--- config.mk ---
export PLATFORM = sky130hd
export DESIGN_NAME = instr_decoder
export DESIGN_NICKNAME = d
export VERILOG_FILES = /design/src/design/isa_pkg.sv /design/src/design/instr_decoder.sv
export VERILOG_INCLUDE_DIRS = /design/src /design/src/include
export SDC_FILE = /design/constraint.sdc
export NUM_CORES = 1
export LEC_CHECK = 0
export ABC_AREA = 1
export BUFFER_PORTS_ARGS = -buffer_cell sky130_fd_sc_hd__buf_4
export CAP_MARGIN = 0
export CORE_ASPECT_RATIO = 1.2
export CORE_MARGIN = 2
export CORE_UTILIZATION = 32
export DETAILED_ROUTE_END_ITERATION = 12
export PLACE_DENSITY = 0.87
export SETUP_SLACK_MARGIN = 0.15
export SYNTH_ARGS = -nofsm -noshare
export SYNTH_HDL_FRONTEND = slang
export SYNTH_SLANG_ARGS = --single-unit
--- constraint.sdc ---
create_clock -name vclk -period 1.1
set_input_delay 0.11 -clock vclk [all_inputs]
set_output_delay 0.11 -clock vclk [all_outputs]
set_load 0.02 [all_outputs]
--- src/include/issue_cfg.svh ---
`ifndef ISSUE_CFG_SVH
`define ISSUE_CFG_SVH

// lanes and fetch slots per cycle
`define ISSUE_WIDTH 2

// logical registers, and physical ones behind them
`define NUM_ARCH_REGS 32
`define NUM_PHY_REGS 40

// first fetch address after reset
`define RESET_PC 32'h0000_3000

`endif

--- src/design/isa_pkg.sv ---
`include "issue_cfg.svh"

package isa_pkg;

    typedef logic [31:0] instr_word_t;
    typedef logic [$clog2(`NUM_ARCH_REGS)-1:0] arch_reg_t;

    // primary opcode, bits 31:26
    typedef enum logic [5:0] {
        SPECIAL = 6'h00,
        J       = 6'h02,
        JAL     = 6'h03,
        BEQ     = 6'h04,
        ORI     = 6'h0d,
        LUI     = 6'h0f,
        LW      = 6'h23,
        SW      = 6'h2b
    } opcode_e;

    // funct field of SPECIAL, bits 5:0
    typedef enum logic [5:0] {
        JR      = 6'h08,
        SYSCALL = 6'h0c,
        ADDU    = 6'h21,
        SUBU    = 6'h23
    } funct_e;

    typedef enum logic [2:0] {
        ALU_R,
        IMM,
        LOAD,
        STORE,
        BRANCH,
        JUMP,
        JUMP_LINK,
        OTHER
    } instr_class_e;

    typedef struct packed {
        instr_class_e cls;
        arch_reg_t    rs;
        logic         rs_valid;
        arch_reg_t    rt;
        logic         rt_valid;
        logic         has_dst;
        arch_reg_t    dst;
        logic [31:0]  imm;
        logic [25:0]  jidx;
    } decoded_t;

endpackage

--- src/design/instr_decoder.sv ---
`timescale 1ns/1ps

module instr_decoder (
    input  isa_pkg::instr_word_t instr,
    output isa_pkg::decoded_t    info
);

    isa_pkg::opcode_e   opcode;
    isa_pkg::funct_e    funct;
    isa_pkg::arch_reg_t dst_sel;
    logic               writes;

    assign opcode = isa_pkg::opcode_e'(instr[31:26]);
    assign funct  = isa_pkg::funct_e'(instr[5:0]);

    always_comb begin
        info.cls      = isa_pkg::OTHER;
        info.rs       = instr[25:21];
        info.rt       = instr[20:16];
        info.rs_valid = 1'b0;
        info.rt_valid = 1'b0;
        info.imm      = {{16{instr[15]}}, instr[15:0]};
        info.jidx     = instr[25:0];
        writes        = 1'b0;
        dst_sel       = instr[20:16];

        case (opcode)
            isa_pkg::SPECIAL: begin
                case (funct)
                    isa_pkg::ADDU, isa_pkg::SUBU: begin
                        info.cls      = isa_pkg::ALU_R;
                        info.rs_valid = 1'b1;
                        info.rt_valid = 1'b1;
                        writes        = 1'b1;
                        dst_sel       = instr[15:11];
                    end
                    // target register only, no write back
                    isa_pkg::JR: info.rs_valid = 1'b1;
                    isa_pkg::SYSCALL: info.cls = isa_pkg::OTHER;
                    default: info.cls = isa_pkg::OTHER;
                endcase
            end
            isa_pkg::ORI: begin
                info.cls      = isa_pkg::IMM;
                info.rs_valid = 1'b1;
                writes        = 1'b1;
            end
            isa_pkg::LUI: begin
                info.cls = isa_pkg::IMM;
                writes   = 1'b1;
            end
            isa_pkg::LW: begin
                info.cls      = isa_pkg::LOAD;
                info.rs_valid = 1'b1;
                writes        = 1'b1;
            end
            isa_pkg::SW: begin
                info.cls      = isa_pkg::STORE;
                info.rs_valid = 1'b1;
                info.rt_valid = 1'b1;
            end
            isa_pkg::BEQ: begin
                info.cls      = isa_pkg::BRANCH;
                info.rs_valid = 1'b1;
                info.rt_valid = 1'b1;
            end
            isa_pkg::J: info.cls = isa_pkg::JUMP;
            isa_pkg::JAL: begin
                info.cls = isa_pkg::JUMP_LINK;
                writes   = 1'b1;
                dst_sel  = 5'd31;
            end
            default: info.cls = isa_pkg::OTHER;
        endcase

        // r0 is hardwired, a write to it needs no register
        info.has_dst = writes && (dst_sel != '0);
        info.dst     = info.has_dst ? dst_sel : '0;
    end

endmodule

==> results of run 1 <==
## synthesized netlist by cell type (all sizes together)
| master | number | area share, % |
|---|---|---|
| a21oi | 2 | 1.4 |
| a31o | 1 | 0.90 |
| and3 | 1 | 0.64 |
| buf | 68 | 52 |
| clkinv | 1 | 0.51 |
| inv | 22 | 9.0 |
| nand2 | 10 | 5.6 |
| nand3 | 15 | 9.2 |
| nand4 | 9 | 5.8 |
| nor2 | 14 | 12 |
| nor3 | 1 | 0.51 |
| nor4 | 1 | 0.64 |
| o2111ai | 1 | 0.90 |
| o21a | 1 | 0.77 |
| o21ai | 1 | 0.51 |
## per-layer routing
| layer | global-route usage (%) | wire (um) | vias to the layer above | part of all wire, % |
|---|---|---|---|---|
| met1 | 15.8 | 900 | 450 | 34 |
| li1 | - | - | 509 | - |
| met3 | 0.691 | 249 | 11 | 9.3 |
| met4 | 2.81 | 52 | 0 | 2.0 |
| met5 | 0 | 0 | - | 0 |
| met2 | 26.8 | 1460 | 53 | 55 |
## cell type report
type,count,area share [%]
Multi-Input combinational cell,57,31.3
Tap cell,36,2.76
Timing Repair Buffer,119,59.9
Inverter,23,6.06
## worst max-delay path, stage by stage
cell     delay, ps
buf_8          100
nor2_4         120
nand2_4         90
nor2_8         140
nand2_8        100
nand3_2        100
nand3_2         80
nor2_2         110
nand3_2        110
nand2_4        150
nor2_4          50
buf_6          120
## power breakdown
part / total [mW] / switching [mW] / internal [mW]
Clock: 0 / 0 / 0
Combinational: 0.613 / 0.318 / 0.294
Sequential: 0 / 0 / 0
Total: 0.613 / 0.318 / 0.294
## what timing repair did
item | CTS | global route
pin swaps | 11 | 10
gates resized for setup | 26 | 21
buffers inserted | 3 | 4
setup endpoints to repair | 11 | 11
## cell families after synthesis
group,Yosys count
buf+inv,91
simple gates,51
compound gates,6
## worst max-delay path by stage
| stage | startpoint | to | slack (ps) | cells past startpoint |
|---|---|---|---|---|
| CTS | instr[28] | info[60] | -390 | 12 |
| global route | instr[28] | info[59] | -460 | 12 |
| finish | instr[28] | info[59] | -390 | 12 |
| floorplan | instr[28] | info[58] | -90 | 10 |
| global placement | instr[26] | info[59] | -410 | 12 |
| detailed placement | instr[26] | info[59] | -450 | 12 |
==> summary.md, run 1 <==
| Metric | Value |
|---|---|
| HP Start | instr[24] |
| Post-Synth Simple-Gate Area | 33.9% |
| Post-Synth Adder-Cell Area | 0% |
| Max Slew Vio Count | 0 |
| Post-Synth XOR/XNOR Area | 0% |
| Fin crit period | 1490 ps |
| Required time of the critical path | 990 ps |
| Port-buffer cells | between 80 and 90 |
| Initial Util | 32.6% |
| Largest family of logic cells by synthesized area | buffers and inverters |
| Synth unique cells | 24 |
| DRT Pass-1 Iters | 4 |
| Syn nets | 180 |
| Max VDD drop | 0.179 mV |
| Routability cong. | 0.817 |
| Setup CP Type | in -> out |
| Chip height | roughly 65 um |
| First-pass GRT wire length | 3.89 mm |
| F_max | 0.670 GHz |
| Die width | 54.5 um |
| Max cap viols | 0 |
| Minimum hold slack | 220 ps |
| Pre-CTS setup slack | -451 ps |
| DR WL/cell | 11.3 um |
| Nets | between 200 and 250 |
| Initial antenna violation count | 0 |
| Violated checks | negative setup slack |
| Min-Delay Path Class | in -> out |
| Most common cell after layout, fill and taps aside | buf_4 |
| Worst hold path depth | 0 |
| Slew headroom | between 80% and 90% |
| Crit-path max FO | 8 |
| Status | complete, but fails checks |
| P per Cell Area | about 380 nW/um^2 |
| Final Util | 54.3% |
| Finished Cell Area | 1630 um^2 |
| GRT Overall Usage | between 10% and 20% |
| Post-Synthesis Cells | 148 |
| RSZ-0062 raised after global routing | true |
| Seq cells | 0 |
| Vias per std cell | 4.35 |
| Final Power | just over 0.6 mW |
| Gr ovfl total | 0 |
| Largest net degree at the start of global routing | 19 |
| Setup tns final | -3170 ps |
| Core area | 3000 um^2 |
| Final Hold Viols | 0 |
| ANT nets after route | 0 |
| Layout cells sized above 1 | 82.4% |
| Worst Slack Setup Final | -393 ps |
| Residual DRC | 0 |
| Final setup viols | 11 |
| Synth Area in Compound Gates | 4.48% |
| Post-synthesis sequential area ratio | 0% |
| Row count | 22 |
| Final period util | 136% |
| Drt initial violations | 13 |
| Area occupied by multi-input gates | 510 um^2 |
| Placed Instances | around 230 |
| Number of I/O pins | between 100 and 150 |
| Leak | between 0.9 and 1 nW |
| Hpwl dp | 2.17 mm |
| Syn. warnings | 0 |
| Ant. Diodes | 0 |
| Critical Path End Type | primary output |
| Vias | ~1,000 |
| Area Overhead vs Synth | 66.6% |
| CLK BUF | 0 |
| Syn Area/Cell | 6.61 um^2 |
| Dpl cell area | 1390 um^2 |
| Fillers | 276 |
| Synth Cell Area | 978 um^2 |
| Post-CTS Hold Buffers | 0 |
| Slew @ Worst Pin | 239 ps |
| Number of global-route vias before repair | 913 |
| Startpoint Class | primary input |
| Area occupied by registers | 0 um^2 |
| WL final | 2.67 mm |
| Die Area | 3520 um^2 |
| CP Data Arrival Time | 1380 ps |
| Worst Hold End | info[74] |
| Multiplexer share of the synthesized area | 0% |
| Post-layout instance count excluding filler cells | 235 |
| Commonest non-fill, non-tap cells in the layout | buf_4, buf_6, inv_1, nand3_2, nand4_1 |
(Power assumes the default switching activity.)
==> run 2, diff against run 1 <==
- CORE_UTILIZATION: 32 -> 36
- PLACE_DENSITY: 0.87 -> 0.93
- clock period: 1.1 -> 1.7 ns (I/O delays scaled with it)
==> summary.md, run 2 (synthesis gave the netlist of run 1 again) <==
| Metric | Value |
|---|---|
| Crit-path cells | buf_4 > nand2_1 > inv_1 > nand3_1 > nand2_1 > nor3_1 > inv_2 > nand2_2 > nor2_1 > buf_4 (was buf_8 > nor2_4 > nand2_4 > nor2_8 > nand2_8 > nand3_2 > nand3_2 > nor2_2 > nand3_2 > nand2_4 > nor2_4 > buf_6) |
| Status | complete, no violations (was complete, but fails checks) |
| Gr ovfl total | 0 (unchanged) |
| Seq cells | 0 (unchanged) |
| Largest net degree at the start of global routing | 20 (was 19) |
| Critical Path End Type | primary output (unchanged) |
| DRT Pass-1 Iters | 4 (unchanged) |
| Setup CP Type | in -> out (unchanged) |
| DR WL/cell | 11.7 um (was 11.3 um) |
| Max cap viols | 0 (unchanged) |
| Port-buffer cells | 81 (unchanged) |
| Crit path max-delay cell type | nor3_1 (was nand2_4) |
| Crit-path max FO | 5 (was 8) |
| Max VDD drop | 0.154 mV (was 0.179 mV) |
| Layout cells sized above 1 | 71.8% (was 82.4%) |
| First-pass GRT wire length | 3.43 mm (was 3.89 mm) |
| Fillers | 252 (was 276) |
| Vias | 927 (was 1,023) |
| GRT Overall Usage | 13.4% (was 13.9%) |
| Initial Util | 38.3% (was 32.6%) |
| Startpoint Class | primary input (unchanged) |
| Leak | 0.786 nW (was 0.923 nW) |
| Slew headroom | 72.7% (was 83.9%) |
| Most common cell after layout, fill and taps aside | buf_4 (unchanged) |
| Chip height | 61.1 um (was 64.6 um) |
| F_max | 0.611 GHz |
| P per Cell Area | 264 nW/um^2 (was 376 nW/um^2) |
| RSZ-0062 raised after global routing | true (unchanged) |
| Vias per std cell | 4.41 (was 4.35) |
| Drt initial violations | 22 (was 13) |
| Row count | 20 (was 22) |
| Core area | 2550 um^2 (was 3000 um^2) |
| Commonest non-fill, non-tap cells in the layout | buf_4, inv_1, nand4_1, nand3_2 (was buf_4, buf_6, inv_1, nand3_2, nand4_1) |
| Final period util | 96.2% |
| Min-Delay Path Class | in -> out (unchanged) |
| Ant. Diodes | 0 (unchanged) |
| WL final | 2.45 mm (was 2.67 mm) |
| Residual DRC | 0 (unchanged) |
| Setup tns final | 0 ps (was -3170 ps) |
| Area occupied by registers | 0 um^2 (unchanged) |
| CP Data Arrival Time | 1470 ps (was 1380 ps) |
| Routability cong. | 0.835 (was 0.817) |
| CLK BUF | 0 (unchanged) |
| Max Slew Vio Count | 0 (unchanged) |
| Number of I/O pins | 111 (unchanged) |
| Die width | 51.6 um (was 54.5 um) |
| ANT nets after route | 0 (unchanged) |
| Fin crit period | 1640 ps |
| Nets | 211 (was 233) |
| Area Overhead vs Synth | 34.8% (was 66.6%) |
| Minimum hold slack | 340 ps (was 220 ps) |
| Final Hold Viols | 0 (unchanged) |
| Final setup viols | 0 (was 11) |
| Number of global-route vias before repair | 809 (was 913) |
| Die Area | 3150 um^2 (was 3520 um^2) |
| CP max stage delay | 370 ps (was 150 ps) |
| Hpwl dp | 1.82 mm (was 2.17 mm) |
| Required time of the critical path | 1530 ps (was 990 ps) |
| Initial antenna violation count | 0 (unchanged) |
| Slew @ Worst Pin | 406 ps (was 239 ps) |
## run 2: timing repair
action	4_1_cts	5_1_grt
setup endpoints to repair	4	6
pin swaps	14	10
buffers inserted	10	6
hold buffers	0	0
gates cloned	0	0
resized for setup	15	6
## run 2: per-layer routing
layer / GRT usage, % / part of all wire, %
met1: 13.2 / 30
met2: 29.3 / 58
met3: 1.21 / 10
met4: 3.01 / 1.4
met5: 0 / 0
## run 2: per-stage QoR
step                cells  total power, mW  setup slack (ps)  cell area [um^2]  util, %
floorplan             148            0.297               301               978        -
global placement      194            0.315               114              1120     43.8
detailed placement    194            0.319              70.8              1120     43.8
CTS                   204            0.338              99.4              1260     49.2
global route          210            0.370             -6.76              1320     51.7
finish                210            0.348              64.5              1320     51.7
## run 2: critical path, delay by kind of cell
family                 cells  cell delay (ps)
and+or+nand+nor            6              850
buffers and inverters      4              430
## run 2: final cells by class
type / count / area (um^2) / share of cell area [%]
multi-input combinational: 57 / 430 / 32.6
timing repair buffer: 97 / 751 / 56.9
tap: 33 / 41.3 / 3.13
inverter: 23 / 96.3 / 7.31
## run 2: power by group
part / switching (mW) / internal [mW]
Sequential: 0 / 0
Combinational: 0.192 / 0.156
Clock: 0 / 0
## run 2: worst paths after layout
check / from / end / slack [ps] / depth (start not counted)
max: instr[27] / info[58] / 60 / 10
min: instr[25] / info[25] / 340 / 0
==> run 3, diff against run 2 <==
- ABC_AREA: 1 -> default
- CORE_MARGIN: 2 -> default
- CORE_UTILIZATION: 36 -> 25
- PLACE_DENSITY: 0.93 -> 0.73
==> summary.md, run 3 <==
| Metric | Value |
|---|---|
| F_max | 0.633 GHz (was 0.611 GHz) |
| Post-Synthesis Cells | 125 (was 148) |
| Max cap viols | 0 (unchanged) |
| Final period util | 92.9% (was 96.2%) |
| Commonest non-fill, non-tap cells in the layout | buf_4, buf_6, nor2_1, nand2_1, nor3_1 (was buf_4, inv_1, nand4_1, nand3_2) |
| Dpl cell area | 1040 um^2 (was 1120 um^2) |
| Area Overhead vs Synth | 31.0% (was 34.8%) |
| Chip height | 67.6 um (was 61.1 um) |
| Final setup viols | 0 (unchanged) |
| Layout cells sized above 1 | 70.5% (was 71.8%) |
| Hpwl dp | 1.70 mm (was 1.82 mm) |
| DRT Pass-1 Iters | 3 (was 4) |
| Power Internal | 0.150 mW (was 0.156 mW) |
| Syn Area/Cell | 7.17 um^2 (was 6.61 um^2) |
| Max Slew Vio Count | 0 (unchanged) |
| Post-synthesis sequential area ratio | 0% (unchanged) |
| Routability cong. | 0.716 (was 0.835) |
| Switch Pwr | 0.179 mW (was 0.192 mW) |
| Critical Path End Type | primary output (unchanged) |
| Area share of the largest cell type after synthesis | 57.0% (was 52.2%) |
| Initial Util | 26.6% (was 38.3%) |
| Area occupied by registers | 0 um^2 (unchanged) |
| Finished Cell Area | 1170 um^2 (was 1320 um^2) |
| RSZ-0062 raised after global routing | true (unchanged) |
| Max VDD drop | 0.104 mV (was 0.154 mV) |
| CP max stage delay | 420 ps (was 370 ps) |
| Core area | 3370 um^2 (was 2550 um^2) |
| Count leader, synth | buf_4 (unchanged) |
| Required time of the critical path | 1530 ps (about the same) |
| ANT nets after route | 0 (unchanged) |
| Share of power burned in registers | 0% (about the same) |
| WL final | 2.04 mm (was 2.45 mm) |
| Vias | 801 (was 927) |
| Syn nets | 157 (was 180) |
| Logic pwr share | 100.0% (about the same) |
| Number of I/O pins | 111 (unchanged) |
| Slew @ Worst Pin | 375 ps (was 406 ps) |
| Seq cells | 0 (unchanged) |
| Die Area | 3830 um^2 (was 3150 um^2) |
| Post-CTS Hold Buffers | 0 (unchanged) |
| Initial antenna violation count | 0 (unchanged) |
| Drt initial violations | 12 (was 22) |
| Crit path max-delay cell type | or3_4 (was nor3_1) |
| Synth unique cells | 32 (was 24) |
| Sw frac | 54.5% (was 55.1%) |
| Startpoint Class | primary input (unchanged) |
| Row count | 23 (was 20) |
| Setup CP Type | in -> out (unchanged) |
| CP Data Arrival Time | 1410 ps (was 1470 ps) |
| Crit-path cells | buf_8 > or3_4 > nor4_4 > and2_4 > o2bb2ai_1 > buf_4 (was buf_4 > nand2_1 > inv_1 > nand3_1 > nand2_1 > nor3_1 > inv_2 > nand2_2 > nor2_1 > buf_4) |
| Port-buffer cells | 81 (unchanged) |
| Nets | 173 (was 211) |
| Residual DRC | 0 (unchanged) |
| Syn. warnings | 0 (unchanged) |
| Status | complete, no violations (unchanged) |
| Fin crit period | 1580 ps (was 1640 ps) |
| Synth area leader | buf_4 (unchanged) |
| DR WL/cell | 11.6 um (was 11.7 um) |
| Ant. Diodes | 0 (unchanged) |
| Vias per std cell | 4.55 (was 4.41) |
| Most common cell after layout, fill and taps aside | buf_4 (unchanged) |
| Min-Delay Path Class | in -> out (unchanged) |
| Number of global-route vias before repair | 622 (was 809) |
| Final Hold Viols | 0 (unchanged) |
| P per Cell Area | 280 nW/um^2 (was 264 nW/um^2) |
| Die width | 56.6 um (was 51.6 um) |
| Synth Cell Area | 896 um^2 (was 978 um^2) |
| Slew headroom | 75.0% (was 72.7%) |
| CLK BUF | 0 (unchanged) |
| GRT Overall Usage | 9.00% (was 13.4%) |
| First-pass GRT wire length | 2.86 mm (was 3.43 mm) |
| Crit-path max FO | 5 (unchanged) |
| Largest net degree at the start of global routing | 21 (was 20) |
| Leak | 0.556 nW (was 0.786 nW) |
| Top cells by count, synth | buf_4, nor2_1, nand2_1 (was buf_4, inv_1, nand3_1) |
| Clock power frac | 0% (about the same) |
| Synth area leaders | buf_4, o2bb2ai_1, nor2_1 (was buf_4, inv_1, nand3_1) |
| Setup tns final | 0 ps (unchanged) |
| Gr ovfl total | 0 (unchanged) |
[run 3: cell types whose count changed after synthesis, sizes merged, moves of 5 or more]
cell,delta
nand3,-12
o2bb2ai,+5
nor3,+5
inv,-21
nand4,-8
nor2,-7
[run 3: worst max-delay path: cells and delay by family]
| family | cells | cell delay (ps) |
|---|---|---|
| AOI/OAI and AO/OA | 1 | 120 |
| and+or+nand+nor | 3 | 860 |
| buffers and inverters | 2 | 260 |
[run 3: cell type report]
type | count | area (um^2)
repair buffers | 84 | 679
fillers | 355 | 2190
inverters | 1 | 3.75
well taps | 37 | 46.3
multi-input cells | 54 | 444
[run 3: cell families (layout without fill, tap and decap cells)]
group / count (synthesis) / in the layout / synth area share [%]
AOI/OAI and AO/OA: 16 / 16 / 14.0
muxes: 1 / 1 / 1.26
buffers and inverters: 71 / 85 / 59.2
and+or+nand+nor: 37 / 37 / 25.6
[run 3: power by group through the flow]
| stage | Combinational [mW] | Clock [mW] | Sequential, mW |
|---|---|---|---|
| finish | 0.329 | 0 | 0 |
| global route | 0.350 | 0 | 0 |
| CTS | 0.319 | 0 | 0 |
| detailed placement | 0.307 | 0 | 0 |
| global placement | 0.304 | 0 | 0 |
| floorplan | 0.289 | 0 | 0 |
[run 3: per-layer routing]
layer	GRT usage, %	wire (um)	vias up
met5	0	0	-
met4	1.22	28	0
met3	0.766	210	6
met2	19.0	1100	54
met1	9.79	697	352
li1	-	-	389
[run 3: worst paths after layout]
path                  start       end  slack [ps]  depth (start not counted)
setup / recovery  instr[31]  info[58]         120                          6
hold / removal    instr[21]  info[21]         340                          0
[run 3: stage by stage]
stage               power (mW)  utilization [%]  hold WS (ps)  setup WS [ps]  instances
floorplan                0.289                -           453            223        125
global placement         0.304             30.8           340           98.6        175
detailed placement       0.307             30.8           340            107        175
CTS                      0.319             33.1           340            112        175
global route             0.350             34.9           340           66.5        176
finish                   0.329             34.9           340            121        176
[run 3: timing repair]
item                       CTS  global route
cloned                       0             0
setup buffers                0             1
setup endpoints to repair   10            10
pin swaps                    3             7
gates resized for setup     14            11
hold endpoints to repair     0             0
